<file path="config.mk">
export PLATFORM = sky130hd
export DESIGN_NAME = mps_top
export DESIGN_NICKNAME = d
export VERILOG_FILES = /design/src/mps_pkg.sv /design/src/mps_intl_latch.sv /design/src/mps_off_seq.sv /design/src/mps_on_seq.sv /design/src/mps_system_fsm.sv /design/src/mps_top.sv
export SDC_FILE = /design/constraint.sdc
export NUM_CORES = 1
export LEC_CHECK = 0
export BUFFER_PORTS_ARGS = -buffer_cell sky130_fd_sc_hd__buf_4
export CORE_ASPECT_RATIO = 1.25
export CORE_MARGIN = 2
export CORE_UTILIZATION = 55
export DETAILED_ROUTE_END_ITERATION = 12
export HOLD_SLACK_MARGIN = 0.03
export PLACE_DENSITY = 0.76
export SYNTH_ARGS = -nofsm -noshare
export SYNTH_HDL_FRONTEND = slang
export SYNTH_SLANG_ARGS = --single-unit
</file>
<file path="constraint.sdc">
create_clock -name i_clk -period 3.6 [get_ports i_clk]
set_input_delay 0.54 -clock i_clk [delete_from_list [all_inputs] [get_ports i_clk]]
set_output_delay 0.54 -clock i_clk [all_outputs]
set_load 0.01 [all_outputs]
</file>
<file path="src/mps_pkg.sv">
`default_nettype none

package mps_pkg;

	// System states of the supervisory controller.
	typedef enum logic [2:0] {
		IDLE        = 3'd0,
		OP_ON       = 3'd1,
		OP_ON_HOLD  = 3'd2,
		READY       = 3'd3,
		RUN         = 3'd4,
		OP_OFF      = 3'd5,
		OP_OFF_HOLD = 3'd6,
		INTL        = 3'd7
	} mps_state_e;

	// Power-on step codes, with gaps in the numbering.
	typedef enum logic [3:0] {
		ON_IDLE     = 4'd0,
		ON_DISCH    = 4'd1,
		ON_SLOW     = 4'd5,
		ON_MAIN     = 4'd9,
		ON_SLOW_OFF = 4'd11,
		ON_DONE     = 4'd14,
		ON_ABORT    = 4'd15
	} mps_on_step_e;

	typedef enum logic [3:0] {
		OFF_IDLE      = 4'd0,
		OFF_MAIN_OPEN = 4'd1,
		OFF_DISCH     = 4'd2,
		OFF_DONE      = 4'd3
	} mps_off_step_e;

	// Operator commands, each a single-cycle strobe.
	typedef struct packed {
		logic op_on;
		logic op_off;
		logic run;
		logic ready;
	} mps_cmd_t;

	typedef struct packed {
		logic overcurrent;
		logic overvoltage;
		logic overtemp;
		logic external;
	} mps_fault_t;

	// The discharge contactor is closed when its drive is low.
	typedef struct packed {
		logic discharge_n;
		logic slow;
		logic main;
	} mps_mc_t;

	typedef struct packed {
		mps_state_e    state;
		mps_on_step_e  on_step;
		mps_off_step_e off_step;
		mps_fault_t    faults;
	} mps_status_t;

	// All contactor coils de-energized.
	localparam mps_mc_t MC_OPEN = '{default: 1'b0};

	localparam mps_fault_t FAULT_NONE = '{default: 1'b0};

endpackage

`default_nettype wire

</file>
<file path="src/mps_intl_latch.sv">
`timescale 1ns/1ps
`default_nettype none

module mps_intl_latch
(
	input  wire                 i_clk,
	input  wire                 i_rst,
	input  wire mps_pkg::mps_fault_t i_fault,
	input  wire                 i_intl_clr,
	output logic                o_intl_flag,
	output mps_pkg::mps_fault_t o_faults
);
	import mps_pkg::*;

	mps_fault_t clr_mask;

	// A clear strobe only releases bits whose cause has gone away.
	assign clr_mask = i_intl_clr ? mps_fault_t'(~i_fault) : FAULT_NONE;

	// Even a one-cycle glitch on a fault input is held here.
	always_ff @(posedge i_clk or negedge i_rst)
	begin
		if (!i_rst)
			o_faults <= FAULT_NONE;
		else
			o_faults <= (o_faults & ~clr_mask) | i_fault;
	end

	assign o_intl_flag = |o_faults;

	a_flag_with_faults: assert property (
		@(posedge i_clk) disable iff (!i_rst)
		(o_faults != FAULT_NONE) |-> o_intl_flag
	) else $error("interlock flag low with latched faults");

endmodule

`default_nettype wire

</file>
<file path="src/mps_off_seq.sv">
`timescale 1ns/1ps
`default_nettype none

module mps_off_seq
#(
	parameter int unsigned STEP_CYCLES = 16
)
(
	input  wire                    i_clk,
	input  wire                    i_rst,
	input  wire                    i_start,
	input  wire                    i_intl,
	output mps_pkg::mps_off_step_e o_step
);
	import mps_pkg::*;

	localparam int unsigned DW = (STEP_CYCLES > 1) ? $clog2(STEP_CYCLES) : 1;

	mps_off_step_e step_nxt;
	logic [DW-1:0] dwell_cnt;
	logic          dwell_done;

	assign dwell_done = (dwell_cnt == DW'(STEP_CYCLES - 1));

	// Main opens first so the link is never discharged under load.
	always_comb
	begin
		step_nxt = o_step;
		if (i_intl)
			step_nxt = OFF_IDLE;
		else
		begin
			case (o_step)
				OFF_IDLE      : if (i_start) step_nxt = OFF_MAIN_OPEN;
				OFF_MAIN_OPEN : if (dwell_done) step_nxt = OFF_DISCH;
				OFF_DISCH     : if (dwell_done) step_nxt = OFF_DONE;
				default       : step_nxt = OFF_IDLE;
			endcase
		end
	end

	always_ff @(posedge i_clk or negedge i_rst)
	begin
		if (!i_rst)
		begin
			o_step    <= OFF_IDLE;
			dwell_cnt <= '0;
		end
		else
		begin
			o_step <= step_nxt;
			if (step_nxt != o_step)
				dwell_cnt <= '0;
			else if (!dwell_done)
				dwell_cnt <= dwell_cnt + 1'b1;
		end
	end

endmodule

`default_nettype wire

</file>
<file path="src/mps_on_seq.sv">
`timescale 1ns/1ps
`default_nettype none

module mps_on_seq
#(
	parameter int unsigned STEP_CYCLES    = 16,
	parameter int unsigned CHARGE_TIMEOUT = 64
)
(
	input  wire                   i_clk,
	input  wire                   i_rst,
	input  wire                   i_start,
	input  wire                   i_intl,
	input  wire                   i_dc_link_ok,
	output mps_pkg::mps_on_step_e o_step
);
	import mps_pkg::*;

	localparam int unsigned DW = (STEP_CYCLES > 1) ? $clog2(STEP_CYCLES) : 1;
	localparam int unsigned CW = (CHARGE_TIMEOUT > 1) ? $clog2(CHARGE_TIMEOUT) : 1;

	mps_on_step_e step_nxt;
	logic [DW-1:0] dwell_cnt;
	logic [CW-1:0] charge_cnt;
	logic          dwell_done;
	logic          charge_expired;
	logic          link_seen;
	logic          charged;

	assign dwell_done     = (dwell_cnt == DW'(STEP_CYCLES - 1));
	assign charge_expired = (charge_cnt == CW'(CHARGE_TIMEOUT - 1));
	assign charged        = link_seen | i_dc_link_ok;

	always_comb
	begin
		step_nxt = o_step;
		if (i_intl)
			step_nxt = ON_IDLE;
		else
		begin
			case (o_step)
				ON_IDLE     : if (i_start) step_nxt = ON_DISCH;
				ON_DISCH    : if (dwell_done) step_nxt = ON_SLOW;
				ON_SLOW     :
				begin
					// A late charge still wins over the timeout in the same cycle.
					if (dwell_done && charged)
						step_nxt = ON_MAIN;
					else if (charge_expired)
						step_nxt = ON_ABORT;
				end
				ON_MAIN     : if (dwell_done) step_nxt = ON_SLOW_OFF;
				ON_SLOW_OFF : if (dwell_done) step_nxt = ON_DONE;
				default     : step_nxt = ON_IDLE;
			endcase
		end
	end

	always_ff @(posedge i_clk or negedge i_rst)
	begin
		if (!i_rst)
		begin
			o_step    <= ON_IDLE;
			dwell_cnt <= '0;
		end
		else
		begin
			o_step <= step_nxt;
			// The dwell restarts on every step change and saturates otherwise.
			if (step_nxt != o_step)
				dwell_cnt <= '0;
			else if (!dwell_done)
				dwell_cnt <= dwell_cnt + 1'b1;
		end
	end

	always_ff @(posedge i_clk or negedge i_rst)
	begin
		if (!i_rst)
		begin
			charge_cnt <= '0;
			link_seen  <= 1'b0;
		end
		else if (o_step != ON_SLOW)
		begin
			charge_cnt <= '0;
			link_seen  <= 1'b0;
		end
		else
		begin
			if (!charge_expired)
				charge_cnt <= charge_cnt + 1'b1;
			if (i_dc_link_ok)
				link_seen <= 1'b1;
		end
	end

	// The main contactor may only close after the slow-charge step.
	a_main_after_slow: assert property (
		@(posedge i_clk) disable iff (!i_rst)
		((o_step == ON_MAIN) && ($past(o_step) != ON_MAIN)) |-> ($past(o_step) == ON_SLOW)
	) else $error("ON_MAIN entered from a step other than ON_SLOW");

endmodule

`default_nettype wire

</file>
<file path="src/mps_system_fsm.sv">
`timescale 1ns/1ps
`default_nettype none

module mps_system_fsm
(
	input  wire                    i_clk,
	input  wire                    i_rst,
	input  wire mps_pkg::mps_cmd_t i_cmd,
	input  wire                    i_intl_flag,
	input  wire mps_pkg::mps_on_step_e  i_on_step,
	input  wire mps_pkg::mps_off_step_e i_off_step,
	output logic                   o_on_start,
	output logic                   o_off_start,
	output mps_pkg::mps_mc_t       o_mc,
	output logic                   o_pwm_en,
	output logic                   o_fsm_intl,
	output mps_pkg::mps_state_e    o_state
);
	import mps_pkg::*;

	mps_state_e state_q;
	mps_state_e state_nxt;

	// The interlock overrides the table, so INTL repeats while the flag is up.
	always_ff @(posedge i_clk or negedge i_rst)
	begin
		if (!i_rst)
			state_q <= IDLE;
		else if (i_intl_flag)
			state_q <= INTL;
		else
			state_q <= state_nxt;
	end

	always_comb
	begin
		state_nxt = state_q;
		case (state_q)
			IDLE        : if (i_cmd.op_on) state_nxt = OP_ON;
			OP_ON       : state_nxt = OP_ON_HOLD;
			OP_ON_HOLD  :
			begin
				if (i_on_step == ON_ABORT)
					state_nxt = IDLE;
				else if (i_on_step == ON_DONE)
					state_nxt = READY;
			end
			READY       :
			begin
				if (i_cmd.run)
					state_nxt = RUN;
				else if (i_cmd.op_off)
					state_nxt = OP_OFF;
			end
			RUN         : if (i_cmd.ready) state_nxt = READY;
			OP_OFF      : state_nxt = OP_OFF_HOLD;
			OP_OFF_HOLD : if (i_off_step == OFF_DONE) state_nxt = IDLE;
			default     : state_nxt = IDLE;
		endcase
	end

	// Start pulses follow one cycle after OP_ON or OP_OFF.
	always_ff @(posedge i_clk or negedge i_rst)
	begin
		if (!i_rst)
		begin
			o_on_start  <= 1'b0;
			o_off_start <= 1'b0;
		end
		else
		begin
			o_on_start  <= (state_q == OP_ON);
			o_off_start <= (state_q == OP_OFF);
		end
	end

	// Contactors open at the same edge on which the state enters INTL.
	always_ff @(posedge i_clk or negedge i_rst)
	begin
		if (!i_rst)
			o_mc <= MC_OPEN;
		else if (i_intl_flag || (state_q == INTL))
			o_mc <= MC_OPEN;
		else if (state_q == OP_ON_HOLD)
		begin
			case (i_on_step)
				ON_IDLE     : o_mc <= MC_OPEN;
				ON_DISCH    : o_mc <= '{discharge_n: 1'b1, slow: 1'b0, main: 1'b0};
				ON_SLOW     : o_mc <= '{discharge_n: 1'b1, slow: 1'b1, main: 1'b0};
				ON_MAIN     : o_mc <= '{discharge_n: 1'b1, slow: 1'b1, main: 1'b1};
				ON_SLOW_OFF : o_mc <= '{discharge_n: 1'b1, slow: 1'b0, main: 1'b1};
				ON_ABORT    : o_mc <= MC_OPEN;
				default     : o_mc <= o_mc;
			endcase
		end
		else if (state_q == OP_OFF_HOLD)
		begin
			case (i_off_step)
				OFF_MAIN_OPEN : o_mc <= '{discharge_n: 1'b1, slow: 1'b0, main: 1'b0};
				OFF_DISCH     : o_mc <= MC_OPEN;
				default       : o_mc <= o_mc;
			endcase
		end
	end

	assign o_pwm_en   = (state_q == RUN);
	assign o_fsm_intl = (state_q == INTL);
	assign o_state    = state_q;

	// The bridge may only switch with the main contactor closed.
	a_pwm_needs_main: assert property (
		@(posedge i_clk) disable iff (!i_rst)
		o_pwm_en |-> o_mc.main
	) else $error("PWM enabled with main contactor open");

	a_intl_open: assert property (
		@(posedge i_clk) disable iff (!i_rst)
		(state_q == INTL) |-> (o_mc == MC_OPEN)
	) else $error("contactors not open in INTL");

endmodule

`default_nettype wire

</file>
<file path="src/mps_top.sv">
`timescale 1ns/1ps
`default_nettype none

module mps_top
#(
	parameter int unsigned STEP_CYCLES    = 16,
	parameter int unsigned CHARGE_TIMEOUT = 64
)
(
	input  wire                      i_clk,
	input  wire                      i_rst,
	input  wire mps_pkg::mps_cmd_t   i_cmd,
	input  wire mps_pkg::mps_fault_t i_fault,
	input  wire                      i_intl_clr,
	input  wire                      i_dc_link_ok,
	output mps_pkg::mps_mc_t         o_mc,
	output logic                     o_pwm_en,
	output logic                     o_fsm_intl,
	output mps_pkg::mps_status_t     o_status
);
	import mps_pkg::*;

	logic          intl_flag;
	logic          on_start;
	logic          off_start;
	mps_on_step_e  on_step;
	mps_off_step_e off_step;
	mps_state_e    state;
	mps_fault_t    faults;

	mps_intl_latch u_intl_latch (
		.i_clk       (i_clk),
		.i_rst       (i_rst),
		.i_fault     (i_fault),
		.i_intl_clr  (i_intl_clr),
		.o_intl_flag (intl_flag),
		.o_faults    (faults)
	);

	mps_on_seq #(
		.STEP_CYCLES    (STEP_CYCLES),
		.CHARGE_TIMEOUT (CHARGE_TIMEOUT)
	) u_on_seq (
		.i_clk        (i_clk),
		.i_rst        (i_rst),
		.i_start      (on_start),
		.i_intl       (intl_flag),
		.i_dc_link_ok (i_dc_link_ok),
		.o_step       (on_step)
	);

	mps_off_seq #(
		.STEP_CYCLES (STEP_CYCLES)
	) u_off_seq (
		.i_clk   (i_clk),
		.i_rst   (i_rst),
		.i_start (off_start),
		.i_intl  (intl_flag),
		.o_step  (off_step)
	);

	mps_system_fsm u_system_fsm (
		.i_clk       (i_clk),
		.i_rst       (i_rst),
		.i_cmd       (i_cmd),
		.i_intl_flag (intl_flag),
		.i_on_step   (on_step),
		.i_off_step  (off_step),
		.o_on_start  (on_start),
		.o_off_start (off_start),
		.o_mc        (o_mc),
		.o_pwm_en    (o_pwm_en),
		.o_fsm_intl  (o_fsm_intl),
		.o_state     (state)
	);

	assign o_status = '{state: state, on_step: on_step, off_step: off_step, faults: faults};

endmodule

`default_nettype wire

</file>
; Word-level counts from Yosys, hierarchy flattened
; Index checks and enable logic that the tools add are counted.
[totals]
reg_bits = 35
inputBits = 12
output_inout_bits = 20
[op_classes]
add_sub_neg = 3
n_eq_ne = 31
mux = 36
bitwise_logic = 5
reduce_logical = 12
[ops]
columns = cell, n
row1 = 4-bit two-way mux, 16
row2 = 3-bit two-way mux, 11
row3 = 4-bit == test (second input constant), 6
row4 = 3-bit case mux with 7 select lines, 1
row5 = 4-bit case mux with 5 select lines, 1
row6 = 3-bit case mux with 5 select lines, 1
row7 = 3-bit == test (second input constant), 4
row8 = 6-bit two-way mux, 2
row9 = 4-bit case mux with 3 select lines, 1
row10 = 4-bit by 1-bit adder with 4-bit output (second input constant), 2
row11 = 4-bit by 1-bit == test with 1-bit output (second input constant), 2
row12 = 4-bit by 2-bit == test with 1-bit output (second input constant), 2
row13 = 4-bit zero test, 2
row14 = 4-bit by 3-bit inequality test with 1-bit output (second input constant), 2
row15 = 4-bit inequality test, 2
row16 = 4-bit inverter, 2
row17 = 7-bit by 6-bit inequality test with 1-bit output (second input constant), 1
row18 = 6-bit by 1-bit adder with 6-bit output (second input constant), 1
row19 = 3-bit by 2-bit == test with 1-bit output (second input constant), 2
row20 = 6-bit == test (second input constant), 1
row21 = 2-bit inequality test (second input constant), 3
row22 = 3-bit by 2-bit inequality test with 1-bit output (second input constant), 2
row23 = 3-bit case mux with 2 select lines, 1
row24 = 5-bit AND reduction, 1
row25 = 17 further kinds, 18

; Logic depth before layout (Yosys ltp)
; Gate-level depths: netlist of run 1.
[depth]
ltp_word = 7
depth_mapped = 7
ltp_nobuf = 6

; Hierarchy
; Synthesis of run 1 repeated with hierarchy kept, for this count alone.
[unflattened]
cells_unflattened = 194
area_unflattened_um2 = 2042.0
[by_module_without_submodules]
columns = module, n_inst, cells_each, area_per_inst_um2
row1 = mps_on_seq, 1, 82, 863.3
row2 = mps_system_fsm, 1, 63, 595.6
row3 = mps_off_seq, 1, 39, 440.4
row4 = mps_intl_latch, 1, 10, 142.6

; Worst setup path before layout of run 1
; Ideal clock, no wire load.
[synth_path]
path_kind = register -> register
startpoint = register u_intl_latch.o_faults[1] in the netlist's numbering
endpoint = register u_on_seq.dwell_cnt[2]
setup_time_ns = 0.081
t_arrival_ns = 1.936
required_time_ns = 3.519
slack_ns = 1.583
path_stages_with_launch = 6
synth_period_minus_slack_ns = 2.017
cell_sequence = dfrtp_1 > or4_4 > or4_4 > o311ai_4 > o2111ai_4 > nor3_2
[synth_via]
elab_chain_len = 4
[synth_lines]
columns = item, line
row1 = from (decl), mps_intl_latch.sv:11  ; output mps_pkg::mps_fault_t o_faults
row2 = from (signal assigned), mps_intl_latch.sv:26  ; o_faults <= (o_faults & ~clr_mask) | i_fault;
row3 = 4-bit OR reduction *, mps_intl_latch.sv:29  ; assign o_intl_flag = |o_faults;
row4 = 4-bit two-way mux *, mps_on_seq.sv:37  ; if (i_intl)
row5 = 4-bit inequality test *, mps_on_seq.sv:70  ; if (step_nxt != o_step)
row6 = 2-bit inequality test (no source line) or 4-bit two-way mux (tied branches), n/a
row7 = to (signal assigned), mps_on_seq.sv:73  ; dwell_cnt <= dwell_cnt + 1'b1;
row8 = to (decl), mps_on_seq.sv:23  ; logic [DW-1:0] dwell_cnt;
; Every way passes the cells marked *; elsewhere a longest branch is shown, timed or not.
; A chain may end at the register's enable or synchronous reset.

; Final worst setup path of run 1
; Ends and elaborated chain as after synthesis.

==> tab_implementation.tex, run 1 <==
\begin{tabular}{lr}
\hline
Metric & Value \\
\hline
\multicolumn{2}{l}{\textbf{Run status}} \\
\quad Run status & completed \\
\multicolumn{2}{l}{\textbf{Setup path}} \\
\quad Crit path kind & flip-flop to flip-flop \\
\quad Startpoint class of the critical path & flip-flop \\
\quad Endpoint kind of the worst setup timing path & flip-flop \\
\quad CP Data Arrival Time & 2.31 ns \\
\quad Data required time at the worst endpoint & 3.81 ns \\
\quad Crit-path max FO & 4 \\
\multicolumn{2}{l}{\textbf{Routing}} \\
\quad Antenna-violating nets left & 0 \\
\quad Via count of the routed design & 1655 \\
\quad Number of design rule violations left after detail routing & 0 \\
\quad Iteration count of the initial detailed-routing pass & 4 \\
\quad DRC marker count from the first detailed-route iteration & 74 \\
\quad Drt wl/cell & 15.11 um \\
\quad Routed WL & 4126 um \\
\quad Average vias per placed instance & 6.062 \\
\multicolumn{2}{l}{\textbf{STA}} \\
\quad Setup\_tns & 0 ns \\
\quad Post-layout minimum cycle time & 2.097 ns \\
\quad Setup WS post-layout & 1.503 ns \\
\quad RSZ-0062 raised after global routing & no \\
\quad Max-Slew Margin vs Limit & 64.60\% \\
\quad Setup clock skew after layout & 0.002182 ns \\
\quad Finish-stage setup viols & 0 \\
\quad Measured slew at the worst slew-check pin & 0.5310 ns \\
\quad Share of the cycle needed by the critical path after routing & 58.24\% \\
\quad Final slew viol count & 0 \\
\quad Final hold viol count & 0 \\
\quad Timing-limited maximum frequency & 0.4769 GHz \\
\multicolumn{2}{l}{\textbf{Synth}} \\
\quad Most common cell in the synthesized netlist & dfrtp\_1 \\
\quad Area leader, netlist & dfrtp\_1 \\
\quad Area share of the leading cell type in the synthesized netlist & 45.84\% \\
\quad Post-synth EDFFs & 0 \\
\quad Count of state elements after synthesis & 35 \\
\quad Number of warnings reported in the yosys synthesis log & 0 \\
\quad Synth top cells by count & 35 x dfrtp\_1, 26 x nor2\_1, 19 x nand2\_1, 15 x a21oi\_1, 12 x o21ai\_0 \\
\quad Cell variety after synth & 49 \\
\quad Avg Synthesized Cell Area & 9.185 um2 \\
\quad Post-synthesis instance area & 1911 um2 \\
\quad Share of flip-flops with an asynchronous set or reset & 100.0\% \\
\quad Synth area leaders & dfrtp\_1 46\%, nor2\_1 5.1\%, a21oi\_1 3.9\% \\
\quad Proportion of synthesized chip area in sequential cells & 45.84\% \\
\quad Cells after synthesis & 208 \\
\quad Most used DFF post-synth & dfrtp\_1 \\
\multicolumn{2}{l}{\textbf{Finish}} \\
\quad Proportion of layout cells with a drive suffix above 1 & 22.03\% \\
\quad Utilization after layout & 69.14\% \\
\quad Number of antenna repair diodes & 0 \\
\quad Non-filler cells in the finished layout & 273 \\
\quad Layout Area Growth over Synthesis & 17.68\% \\
\quad Number of nets in the final layout & 251 \\
\multicolumn{2}{l}{\textbf{CTS}} \\
\quad H-tree level count & 2 \\
\quad Clock Pin Slew Worst Setup and Hold Paths & 0.07 ns \\
\quad Root cell of the clock tree & clkbuf\_8 \\
\quad TritonCTS sink count & 35 \\
\quad Maximum root-to-sink buffer count & 2 \\
\quad Post-CTS setup buffer count & 0 \\
\quad Post-CTS Hold Buffers & 0 \\
\quad Clock tree from TritonCTS & done \\
\quad Clock insertion delay at the later pin of the skew report & 0.29 ns \\
\quad Post-CTS sizing & 0 \\
\quad Number of clock buffers inserted by TritonCTS & 5 \\
\multicolumn{2}{l}{\textbf{Floorplanning}} \\
\quad Placement Rows & 23 \\
\quad Effective utilization at floorplan & 58.75\% \\
\quad Height of the die & 69.90 um \\
\quad Die boundary width & 56.72 um \\
\quad Full die area & 3964 um2 \\
\quad Standard cell core area & 3252 um2 \\
\quad Top-Level Pins & 32 \\
\multicolumn{2}{l}{\textbf{Power and ir drop}} \\
\quad Worst ir drop on vdd & 0.3909 mV \\
\quad Leak pwr & 0.9998 nW \\
\quad Power per Cell Area & 393.9 nW/um2 \\
\quad Total power consumption of the routed design & 0.8856 mW \\
\multicolumn{2}{l}{\textbf{Placed design}} \\
\quad RePlAce Congestion & 0.8476 \\
\quad Port bufs & 31 \\
\quad Count of placed standard cells including taps & 266 \\
\quad Post-DP HPWL & 3054 um \\
\quad Setup slack at placement & 1.481 ns \\
\multicolumn{2}{l}{\textbf{Global routing}} \\
\quad All-Layer GR Usage & 23.47\% \\
\quad Initial antenna violation count & 0 \\
\quad Global route total overflow & 0 \\
\quad First-pass GRT wire length & 7341 um \\
\quad Largest net degree at the start of global routing & 36 \\
\quad Vias in the first global route & 1679 \\
\multicolumn{2}{l}{\textbf{Job}} \\
\quad Maxcap violations & 0 \\
\multicolumn{2}{l}{\textbf{Min path}} \\
\quad Class of the tightest hold or removal check & input pin to asynchronous set/reset pin \\
\hline
\end{tabular}
-- layout make-up --
cell class,count,area (um2)
tap,37,46.29
timing repair buffer,32,240.2
inverter,5,18.77
clock buffer,6,82.58
multi-input combinational,157,979.7
fill,276,1003
sequential,35,875.8
clock inverter,1,5.005
-- worst max-delay path, cell delays in order, from the launching register on --
cell       delay (ns)
dfrtp_1          0.41
or4_4            0.58
or4_4            0.51
o311ai_4         0.11
o2111ai_4        0.20
nor3_2           0.20
-- layer usage --
layer  part of all wire, %  track usage (%)  vias up  wire length [um]
met2                    55            42.51       35              2260
met4                   1.7            8.466        0                70
met1                    40            25.93      807              1642
met3                   3.7            5.926        7               152
met5                     0                0        -                 0
li1                      -                -      806                 -
-- layout by cell type (no fill, tap or decap), types with 2 or more instances in the layout --
master,instances
nand3_1,9
xor2_1,3
a21oi_1,15
nor3_1,7
ha_1,3
o21ai_0,12
nand3b_1,2
xnor2_1,4
or4_4,2
conb_1,2
dfrtp_1,35
a21o_1,4
nor2_1,26
inv_1,5
nand2b_1,2
a211oi_1,5
nand4_1,2
a31o_2,2
buf_4,32
nor2b_1,3
clkbuf_8,6
a31oi_1,5
nand2_1,19
or3_1,2
and3_1,5
-- power breakdown --
| part | switching (mW) | leakage, nW | total [mW] | internal (mW) |
|---|---|---|---|---|
| registers | 0.0323 | 0.444 | 0.454 | 0.422 |
| logic | 0.0783 | 0.509 | 0.146 | 0.0681 |
| clock network | 0.135 | 0.0470 | 0.285 | 0.150 |
| total | 0.246 | 1.00 | 0.886 | 0.640 |
-- sequential cells by signal (all words and copies together) (netlist names) --
| signal | count |
|---|---|
| u_on_seq.charge_cnt | 6 |
| u_system_fsm.o_mc | 3 |
| u_system_fsm.o_off_start | 1 |
| u_intl_latch.o_faults | 4 |
| u_on_seq.dwell_cnt | 4 |
| u_system_fsm.o_state | 3 |
| u_on_seq.o_step | 4 |
| u_on_seq.link_seen | 1 |
| u_system_fsm.o_on_start | 1 |
| u_off_seq.o_step | 4 |
| u_off_seq.dwell_cnt | 4 |
-- metrics by stage --
stage          cell area [um2]  hold slack (ns)
4_1_cts                   2248           0.2006
6_report                  2248           0.1921
5_1_grt                   2248           0.2162
3_5_place_dp              2161           0.5084
3_3_place_gp              2161           0.4844
2_1_floorplan             1914           0.2444
-- final timing paths --
check / from / endpoint / slack (ns) / depth (start not counted)
min in group i_clk: i_fault[3] / u_intl_latch.o_faults[3] / 0.43 / 2
max in group asynchronous: i_rst / u_system_fsm.o_on_start / 3.10 / 1
setup / recovery: u_intl_latch.o_faults[1] / u_on_seq.dwell_cnt[2] / 1.50 / 5
setup reg to reg: u_intl_latch.o_faults[1] / u_on_seq.dwell_cnt[2] / 1.50 / 5
hold reg to reg: u_on_seq.link_seen / u_on_seq.link_seen / 0.52 / 2
hold / removal: i_rst / u_off_seq.o_step[2] / 0.19 / 1
-- cells by family (layout without fill, tap and decap cells) --
group                      Yosys count  after routing  synth area share [%]
AOI/OAI and AO/OA                   58             58                 22.33
xor gates and xnor gates             7              7                 3.209
adders and majority gates            3              3                 1.965
buffers and inverters               17             44                 3.405
DFF                                 35             35                 45.84
muxes                                2              2                 1.113
other                                1              2                0.1963
and+or+nand+nor                     85             85                 21.94
No activity file was read; power rests on OpenSTA's default activity.
==> inputs of run 2 (changes only) <==
- ABC_AREA: default -> 1
- CORE_UTILIZATION: 55 -> 50
- PLACE_DENSITY: 0.76 -> 0.73
- clock period: 3.6 -> 1.8 ns (I/O delays scaled with it)
==> run 2 against run 1 <==
Final cell count up 23%. Maximum frequency up 28%. Routed wire length down 7.0%. Clock power up 100%. Via count up 0.91%. First-iteration DRC count up 2.7%. Critical path depth up 6. Largest power group unchanged. Highest routed layer unchanged.
==> tab_implementation.tex, run 2 <==
\begin{tabular}{lr}
\hline
Metric & Value \\
\hline
\multicolumn{2}{l}{\textbf{Setup path}} \\
\quad Launch point of the worst path & u\_on\_seq.charge\_cnt[0] \\
\quad Register-to-register setup slack & 0.16 ns \\
\quad Cell repeated most along the worst path & nand2\_1 \\
\quad Endpoint kind of the worst setup timing path & flip-flop \\
\quad Depth of the most critical reg-to-reg path & 11 \\
\quad Slowest stage cell on the critical path & dfrtp\_1 \\
\quad Data required time at the worst endpoint & 2.02 ns \\
\quad Endpoint of the worst-slack reg-to-reg timing path & u\_on\_seq.dwell\_cnt[0] \\
\quad Crit-path max cell delay & 0.39 ns \\
\quad Crit-path max FO & 4 \\
\quad CP Data Arrival Time & 1.86 ns \\
\quad Reg-to-reg startpoint & u\_on\_seq.charge\_cnt[0] \\
\quad CP Capture Point & u\_on\_seq.dwell\_cnt[0] \\
\quad Crit path kind & flip-flop to flip-flop \\
\quad Startpoint class of the critical path & flip-flop \\
\quad Cells along the critical path & ha\_1, nand3\_2, nor2\_4, nand2\_2, nand3\_1, nand2\_1, nand2\_1, nand2\_1, nor2\_2, nand2\_2, nor2\_1 \\
\multicolumn{2}{l}{\textbf{Global routing}} \\
\quad All-Layer GR Usage & 20.48\% \\
\quad Vias in the first global route & 1565 \\
\quad Largest net degree at the start of global routing & 36 \\
\quad Initial antenna violation count & 0 \\
\quad Global route total overflow & 0 \\
\quad First-pass GRT wire length & 6720 um \\
\multicolumn{2}{l}{\textbf{Synth}} \\
\quad Area share of the leading cell type in the synthesized netlist & 45.99\% \\
\quad Synth top cells by count & 66 x nand2\_1, 35 x dfrtp\_1, 31 x nor2\_1, 26 x inv\_1, 20 x nand3\_1 \\
\quad Proportion of synthesized chip area in sequential cells & 45.99\% \\
\quad Most used DFF post-synth & dfrtp\_1 \\
\quad Cell variety after synth & 31 \\
\quad Post-synth EDFFs & 0 \\
\quad Number of warnings reported in the yosys synthesis log & 0 \\
\quad Share of flip-flops with an asynchronous set or reset & 100.0\% \\
\quad Post-synthesis instance area & 1904 um2 \\
\quad Avg Synthesized Cell Area & 7.557 um2 \\
\quad Count of state elements after synthesis & 35 \\
\quad Area leader, netlist & dfrtp\_1 \\
\quad Most common cell in the synthesized netlist & nand2\_1 \\
\quad Synth area leaders & dfrtp\_1 46\%, nand2\_1 13\%, nor2\_1 6.1\% \\
\quad Cells after synthesis & 252 \\
\multicolumn{2}{l}{\textbf{Finish}} \\
\quad Most frequent cells in the layout & 65 x nand2\_1, 37 x buf\_4, 33 x dfrtp\_1 \\
\quad Summed area of non-filler cells in the final layout & 2366 um2 \\
\quad Number of nets in the final layout & 310 \\
\quad Number of filler cells placed in the layout & 336 \\
\quad Utilization after layout & 63.56\% \\
\quad Layout Area Growth over Synthesis & 24.24\% \\
\quad Register containing the most flip-flops in the final layout & u\_on\_seq.charge\_cnt \\
\quad Most common cell after layout, fill and taps aside & nand2\_1 \\
\quad Non-filler cells in the finished layout & 335 \\
\quad Proportion of layout cells with a drive suffix above 1 & 24.75\% \\
\quad Number of antenna repair diodes & 0 \\
\quad Flip-flop count of the largest register after layout & 6 \\
\multicolumn{2}{l}{\textbf{Power and ir drop}} \\
\quad Clk pwr share & 32.4\% \\
\quad Leak pwr & 1.210 nW \\
\quad NetSw & 0.4766 mW \\
\quad Register share of total power & 51.8\% \\
\quad Switching Fraction & 27.12\% \\
\quad Worst ir drop on vdd & 0.4483 mV \\
\quad Total power consumption of the routed design & 1.757 mW \\
\quad Share of total power in combinational logic & 15.7\% \\
\quad Cell internal power dissipation & 1.281 mW \\
\quad Power per Cell Area & 742.7 nW/um2 \\
\multicolumn{2}{l}{\textbf{Run status}} \\
\quad Run status & completed \\
\multicolumn{2}{l}{\textbf{STA}} \\
\quad Timing-limited maximum frequency & 0.6094 GHz \\
\quad Setup WS post-layout & 0.1589 ns \\
\quad Setup clock skew after layout & 0.004435 ns \\
\quad Final slew viol count & 0 \\
\quad Finish-stage setup viols & 0 \\
\quad Setup\_tns & 0 ns \\
\quad Post-layout minimum cycle time & 1.641 ns \\
\quad Share of the cycle needed by the critical path after routing & 91.17\% \\
\quad Final hold viol count & 0 \\
\quad Worst Hold Margin & 0.1722 ns \\
\multicolumn{2}{l}{\textbf{CTS}} \\
\quad Clock insertion delay at the later pin of the skew report & 0.29 ns \\
\quad Clock tree from TritonCTS & done \\
\quad Number of clock buffers inserted by TritonCTS & 5 \\
\quad H-tree level count & 2 \\
\quad Maximum root-to-sink buffer count & 2 \\
\quad Clock Pin Slew Worst Setup and Hold Paths & 0.07 ns \\
\quad Root cell of the clock tree & clkbuf\_8 \\
\quad TritonCTS sink count & 35 \\
\multicolumn{2}{l}{\textbf{Floorplanning}} \\
\quad Full die area & 4322 um2 \\
\quad Die boundary width & 59.20 um \\
\quad Height of the die & 73 um \\
\quad Top-Level Pins & 32 \\
\quad Standard cell core area & 3722 um2 \\
\quad Effective utilization at floorplan & 51.16\% \\
\quad Placement Rows & 25 \\
\multicolumn{2}{l}{\textbf{Placed design}} \\
\quad Post-DP HPWL & 2871 um \\
\quad Setup slack at placement & 0.08530 ns \\
\quad Port bufs & 31 \\
\quad Count of placed standard cells including taps & 323 \\
\quad Placement Cell Area & 2188 um2 \\
\quad RePlAce Congestion & 0.8177 \\
\multicolumn{2}{l}{\textbf{Routing}} \\
\quad Average vias per placed instance & 4.985 \\
\quad Number of design rule violations left after detail routing & 0 \\
\quad DRC marker count from the first detailed-route iteration & 76 \\
\quad Via count of the routed design & 1670 \\
\quad Drt wl/cell & 11.46 um \\
\quad Antenna-violating nets left & 0 \\
\quad Iteration count of the initial detailed-routing pass & 4 \\
\quad Routed WL & 3839 um \\
\multicolumn{2}{l}{\textbf{Min path}} \\
\quad Depth of the worst hold-timing path & 2 \\
\quad Class of the tightest hold or removal check & input pin to flip-flop \\
\multicolumn{2}{l}{\textbf{Job}} \\
\quad Maxcap violations & 0 \\
\hline
\end{tabular}
==> run 2: changes by cell type in the layout (fill, tap and decap cells not counted), sizes merged, moves of 4 or more <==
cell / before / now
a211oi: 6 / 1
a21o: 4 / 0
a21oi: 15 / 10
a31oi: 5 / 0
and3: 5 / 0
buf: 32 / 37
inv: 5 / 34
nand2: 19 / 68
nand3: 9 / 21
nor2: 26 / 39
nor3: 8 / 3
==> run 2: what timing repair did <==
| action | CTS | global route |
|---|---|---|
| resized for setup | 0 | 13 |
| endpoints found under the setup margin | 0 | 11 |
| hold endpoints to repair | 35 | 0 |
| hold buffers | 1 | 0 |
| buffers inserted | 0 | 4 |
==> run 2: cells by family (layout without fill, tap and decap cells) <==
family / count (synthesis) / after routing / synth area share, %
AOI/OAI and AO/OA: 32 / 32 / 9.265
xor gates and xnor gates: 4 / 4 / 1.840
adders and majority gates: 3 / 3 / 1.971
buffers and inverters: 38 / 80 / 7.819
DFF: 35 / 35 / 45.99
muxes: 1 / 1 / 0.5256
other: 1 / 2 / 0.1969
and+or+nand+nor: 138 / 138 / 32.39
==> run 2: routing by layer <==
| metal | up-vias | part of all wire, % | GRT usage, % |
|---|---|---|---|
| li1 | 878 | - | - |
| met4 | 0 | 2.0 | 8.333 |
| met3 | 6 | 3.9 | 5.142 |
| met1 | 756 | 45 | 26.62 |
| met5 | - | 0 | 0 |
| met2 | 30 | 49 | 32.23 |
==> run 2: area by class of cell <==
class,instances,area (um2),area share (%)
inverters,35,131.4,5.553
multi-input cells,180,930.9,39.34
flip-flops and latches,35,878.3,37.12
well taps,40,50.05,2.115
repair buffers,38,287.8,12.16
clock inverters,1,5.005,0.2115
clock buffers,6,82.58,3.490
==> run 2: power by group through the flow <==
stage	combinational, mW	sequential, mW	clock [mW]
finish	0.277	0.911	0.570
global route	0.320	0.922	0.623
CTS	0.264	0.904	0.588
detailed placement	0.261	0.919	0
global placement	0.246	0.912	0
floorplan	0.171	0.910	0
==> run 2: worst min-delay path by stage <==
stage               start                  endpoint  slack, ns
2_1_floorplan       i_rst  u_intl_latch.o_faults[0]      -0.03
3_3_place_gp        i_rst    u_on_seq.charge_cnt[5]       0.24
3_5_place_dp        i_rst    u_on_seq.charge_cnt[5]       0.25
4_1_cts        i_fault[0]  u_intl_latch.o_faults[0]       0.17
5_1_grt        i_fault[3]  u_intl_latch.o_faults[3]       0.17
6_report       i_fault[0]  u_intl_latch.o_faults[0]       0.17
==> run 2: worst max-delay path, delay by kind of cell (launching register included) <==
kind                     cells  cell delay, ns
adder cells (fa/ha/maj)      1            0.22
flip-flops                   1            0.39
AND/OR/NAND/NOR             10            0.95
==> inputs of run 3 (changes only) <==
- CORE_UTILIZATION: 50 -> 51
- SYNTH_HIERARCHICAL: default -> 1
==> run 3 against run 2 <==
Total power is 3.6% higher. Count of clock-buffer cells in the layout is 1 higher. Worst hold slack better by 0.00051 ns. Critical endpoint is now u_on_seq/dwell_cnt[1]. Utilization is 0.71 points higher. Design area is 10% higher. Clock skew hardly changed. Register-to-register slack hardly changed. Global-route usage is 0.57 points lower.
==> tab_implementation.tex, run 3 <==
\begin{tabular}{lr}
\hline
Metric & Value \\
\hline
\multicolumn{2}{l}{\textbf{Routing}} \\
\quad Average vias per placed instance & 4.800 \\
\quad Wire length on met3 & 144 um \\
\quad Top layer in use & met4 \\
\quad Via count of the routed design & 1992 \\
\quad Drt wl/cell & 10.22 um \\
\quad Iteration count of the initial detailed-routing pass & 4 \\
\quad Routed length on met2 & 2125 um \\
\quad Number of design rule violations left after detail routing & 0 \\
\quad Met1 Routed Length & 1931 um \\
\quad DRC marker count from the first detailed-route iteration & 59 \\
\quad Antenna-violating nets left & 0 \\
\quad Routed WL & 4243 um \\
\multicolumn{2}{l}{\textbf{Min path}} \\
\quad Endpoint of the worst hold path & u\_intl\_latch/o\_faults[2] \\
\quad Hold Path Origin & i\_fault[2] \\
\quad Depth of the worst hold-timing path & 3 \\
\quad Class of the tightest hold or removal check & input pin to flip-flop \\
\multicolumn{2}{l}{\textbf{Setup path}} \\
\quad Startpoint class of the critical path & flip-flop \\
\quad Endpoint of the worst-slack reg-to-reg timing path & u\_on\_seq/dwell\_cnt[1] \\
\quad Reg-to-reg startpoint & u\_on\_seq/charge\_cnt[0] \\
\quad Data required time at the worst endpoint & 2.01 ns \\
\quad Crit-path max FO & 5 \\
\quad CP Data Arrival Time & 1.87 ns \\
\quad Endpoint kind of the worst setup timing path & flip-flop \\
\quad Depth of the most critical reg-to-reg path & 11 \\
\quad Register-to-register setup slack & 0.15 ns \\
\quad Crit path kind & flip-flop to flip-flop \\
\multicolumn{2}{l}{\textbf{Finish}} \\
\quad Most frequent cells in the layout & 91 x nand2\_1, 44 x inv\_1, 41 x nor2\_1 \\
\quad Layout Area Growth over Synthesis & 22.09\% \\
\quad Register containing the most flip-flops in the final layout & u\_on\_seq/charge\_cnt \\
\quad Flip-flop count of the largest register after layout & 6 \\
\quad Summed area of non-filler cells in the final layout & 2614 um2 \\
\quad Number of nets in the final layout & 373 \\
\quad Proportion of layout cells with a drive suffix above 1 & 21.45\% \\
\quad Most common cell after layout, fill and taps aside & nand2\_1 \\
\quad Number of antenna repair diodes & 0 \\
\multicolumn{2}{l}{\textbf{Synth}} \\
\quad Cells after synthesis & 313 \\
\quad Avg Synthesized Cell Area & 6.840 um2 \\
\quad Most common cell in the synthesized netlist & nand2\_1 \\
\quad Share of flip-flops with an asynchronous set or reset & 100.0\% \\
\quad Post-synth EDFFs & 0 \\
\quad Proportion of synthesized chip area in sequential cells & 40.91\% \\
\quad Count of state elements after synthesis & 35 \\
\quad Area leader, netlist & dfrtp\_1 \\
\quad Synth area leaders & dfrtp\_1 41\%, nand2\_1 16\%, inv\_1 7.7\% \\
\quad Synth top cells by count & 91 x nand2\_1, 44 x inv\_1, 44 x nor2\_1, 35 x dfrtp\_1, 33 x nand3\_1 \\
\quad Area share of the leading cell type in the synthesized netlist & 40.91\% \\
\quad Post-synthesis instance area & 2141 um2 \\
\quad Cell variety after synth & 26 \\
\quad Number of warnings reported in the yosys synthesis log & 6 \\
\quad Most used DFF post-synth & dfrtp\_1 \\
\multicolumn{2}{l}{\textbf{STA}} \\
\quad Final hold viol count & 0 \\
\quad Timing-limited maximum frequency & 0.6048 GHz \\
\quad Share of the cycle needed by the critical path after routing & 91.85\% \\
\quad Setup clock skew after layout & 0.004424 ns \\
\quad Final slew viol count & 0 \\
\quad Post-layout minimum cycle time & 1.653 ns \\
\quad Finish-stage setup viols & 0 \\
\multicolumn{2}{l}{\textbf{Global routing}} \\
\quad All-Layer GR Usage & 19.90\% \\
\quad First-pass GRT wire length & 7300 um \\
\quad Vias in the first global route & 1779 \\
\quad Global route total overflow & 0 \\
\quad Initial antenna violation count & 0 \\
\quad Largest net degree at the start of global routing & 36 \\
\multicolumn{2}{l}{\textbf{Placed design}} \\
\quad RePlAce Congestion & 0.8488 \\
\quad Port bufs & 31 \\
\quad Placement Cell Area & 2462 um2 \\
\quad Post-DP HPWL & 3258 um \\
\multicolumn{2}{l}{\textbf{Power and ir drop}} \\
\quad Clk pwr share & 33.8\% \\
\quad Leak pwr & 1.455 nW \\
\quad Share of total power in combinational logic & 16.8\% \\
\quad Cell internal power dissipation & 1.330 mW \\
\quad Power per Cell Area & 696.3 nW/um2 \\
\quad Total power consumption of the routed design & 1.820 mW \\
\quad Register share of total power & 49.4\% \\
\quad Worst ir drop on vdd & 0.6022 mV \\
\quad NetSw & 0.4896 mW \\
\quad Switching Fraction & 26.90\% \\
\multicolumn{2}{l}{\textbf{Floorplanning}} \\
\quad Die boundary width & 61.95 um \\
\quad Effective utilization at floorplan & 52.65\% \\
\quad Full die area & 4735 um2 \\
\quad Top-Level Pins & 32 \\
\quad Placement Rows & 26 \\
\quad Height of the die & 76.44 um \\
\quad Standard cell core area & 4066 um2 \\
\multicolumn{2}{l}{\textbf{Job}} \\
\quad Maxcap violations & 0 \\
\multicolumn{2}{l}{\textbf{CTS}} \\
\quad Root cell of the clock tree & clkbuf\_8 \\
\quad TritonCTS sink count & 35 \\
\quad H-tree level count & 2 \\
\quad Clock Pin Slew Worst Setup and Hold Paths & 0.07 ns \\
\quad Maximum root-to-sink buffer count & 2 \\
\quad Number of clock buffers inserted by TritonCTS & 5 \\
\quad Clock tree from TritonCTS & done \\
\quad Clock insertion delay at the later pin of the skew report & 0.28 ns \\
\multicolumn{2}{l}{\textbf{Run status}} \\
\quad Run status & completed \\
\hline
\end{tabular}
run 3: what timing repair did:
| action | CTS | global route |
|---|---|---|
| resized for setup | 0 | 6 |
| endpoints found under the setup margin | 0 | 4 |
| buffers inserted | 0 | 2 |
| hold buffers | 1 | 0 |
| endpoints found under the hold margin | 35 | 0 |
run 3: area by class of cell:
| cell class | instances | area, um2 |
|---|---|---|
| fillers | 380 | 1453 |
| multi-input cells | 225 | 1074 |
| flip-flops and latches | 35 | 875.8 |
| repair buffers | 39 | 295.3 |
| inverters | 52 | 195.2 |
| clock buffers | 7 | 96.34 |
| well taps | 56 | 70.07 |
| clock inverters | 1 | 7.507 |
run 3: kinds of logic after synthesis:
kind of cell | after synthesis | share of synthesized area (%)
flops | 35 | 40.91
other cells | 1 | 0.1752
xor+xnor | 4 | 1.637
fa+ha+maj | 3 | 1.754
buf+inv | 54 | 10.17
compound gates | 21 | 5.260
simple gates | 194 | 39.63
mux | 1 | 0.4676
run 3: power by group through the flow:
stage / clock (mW) / sequential [mW] / combinational, mW
final: 0.615 / 0.900 / 0.306
after global routing: 0.678 / 0.908 / 0.356
after CTS: 0.641 / 0.893 / 0.295
after detailed placement: 0 / 0.909 / 0.291
after global placement: 0 / 0.905 / 0.272
after floorplan: 0 / 0.903 / 0.194
run 3: routing by layer:
| metal | vias up | track usage, % |
|---|---|---|
| met5 | - | 0 |
| met3 | 4 | 4.244 |
| met2 | 38 | 31.98 |
| met4 | 0 | 6.809 |
| met1 | 889 | 25.68 |
| li1 | 1061 | - |
run 3: stage by stage:
| stage | utilization [%] | std cells | hold slack, ns | setup slack [ns] | setup TNS [ns] |
|---|---|---|---|---|---|
| global route | 64.28 | 415 | 0.1659 | -0.02458 | -0.08905 |
| CTS | 63.35 | 413 | 0.1625 | 0.06304 | 0 |
| global placement | 60.55 | 404 | 0.2468 | 0.1911 | 0 |
| detailed placement | 60.55 | 404 | 0.2468 | 0.1092 | 0 |
| finish | 64.28 | 415 | 0.1727 | 0.1467 | 0 |
| floorplan | - | 314 | -0.02559 | 0.2908 | 0 |
run 3: critical path: stages, from the launching register on:
cell	delay [ns]
dfrtp_1	0.38
ha_1	0.22
nand3_2	0.14
nor2_2	0.17
nand2_1	0.09
nand3_1	0.12
nand2_1	0.09
nand2_1	0.07
nand2_1	0.05
nor2_2	0.08
nand2_2	0.07
nor2_1	0.09
run 3: worst max-delay path by stage:
stage,start,cells past startpoint,slack [ns],endpoint
finish,u_on_seq/charge_cnt[0],11,0.15,u_on_seq/dwell_cnt[1]
global route,u_on_seq/charge_cnt[0],11,-0.02,u_on_seq/dwell_cnt[2]
CTS,u_on_seq/dwell_cnt[0],11,0.06,u_on_seq/dwell_cnt[1]
detailed placement,u_on_seq/dwell_cnt[0],11,0.11,u_on_seq/dwell_cnt[1]
global placement,u_on_seq/dwell_cnt[0],11,0.19,u_on_seq/dwell_cnt[1]
floorplan,u_on_seq/o_step[3],12,0.29,u_on_seq/dwell_cnt[2]
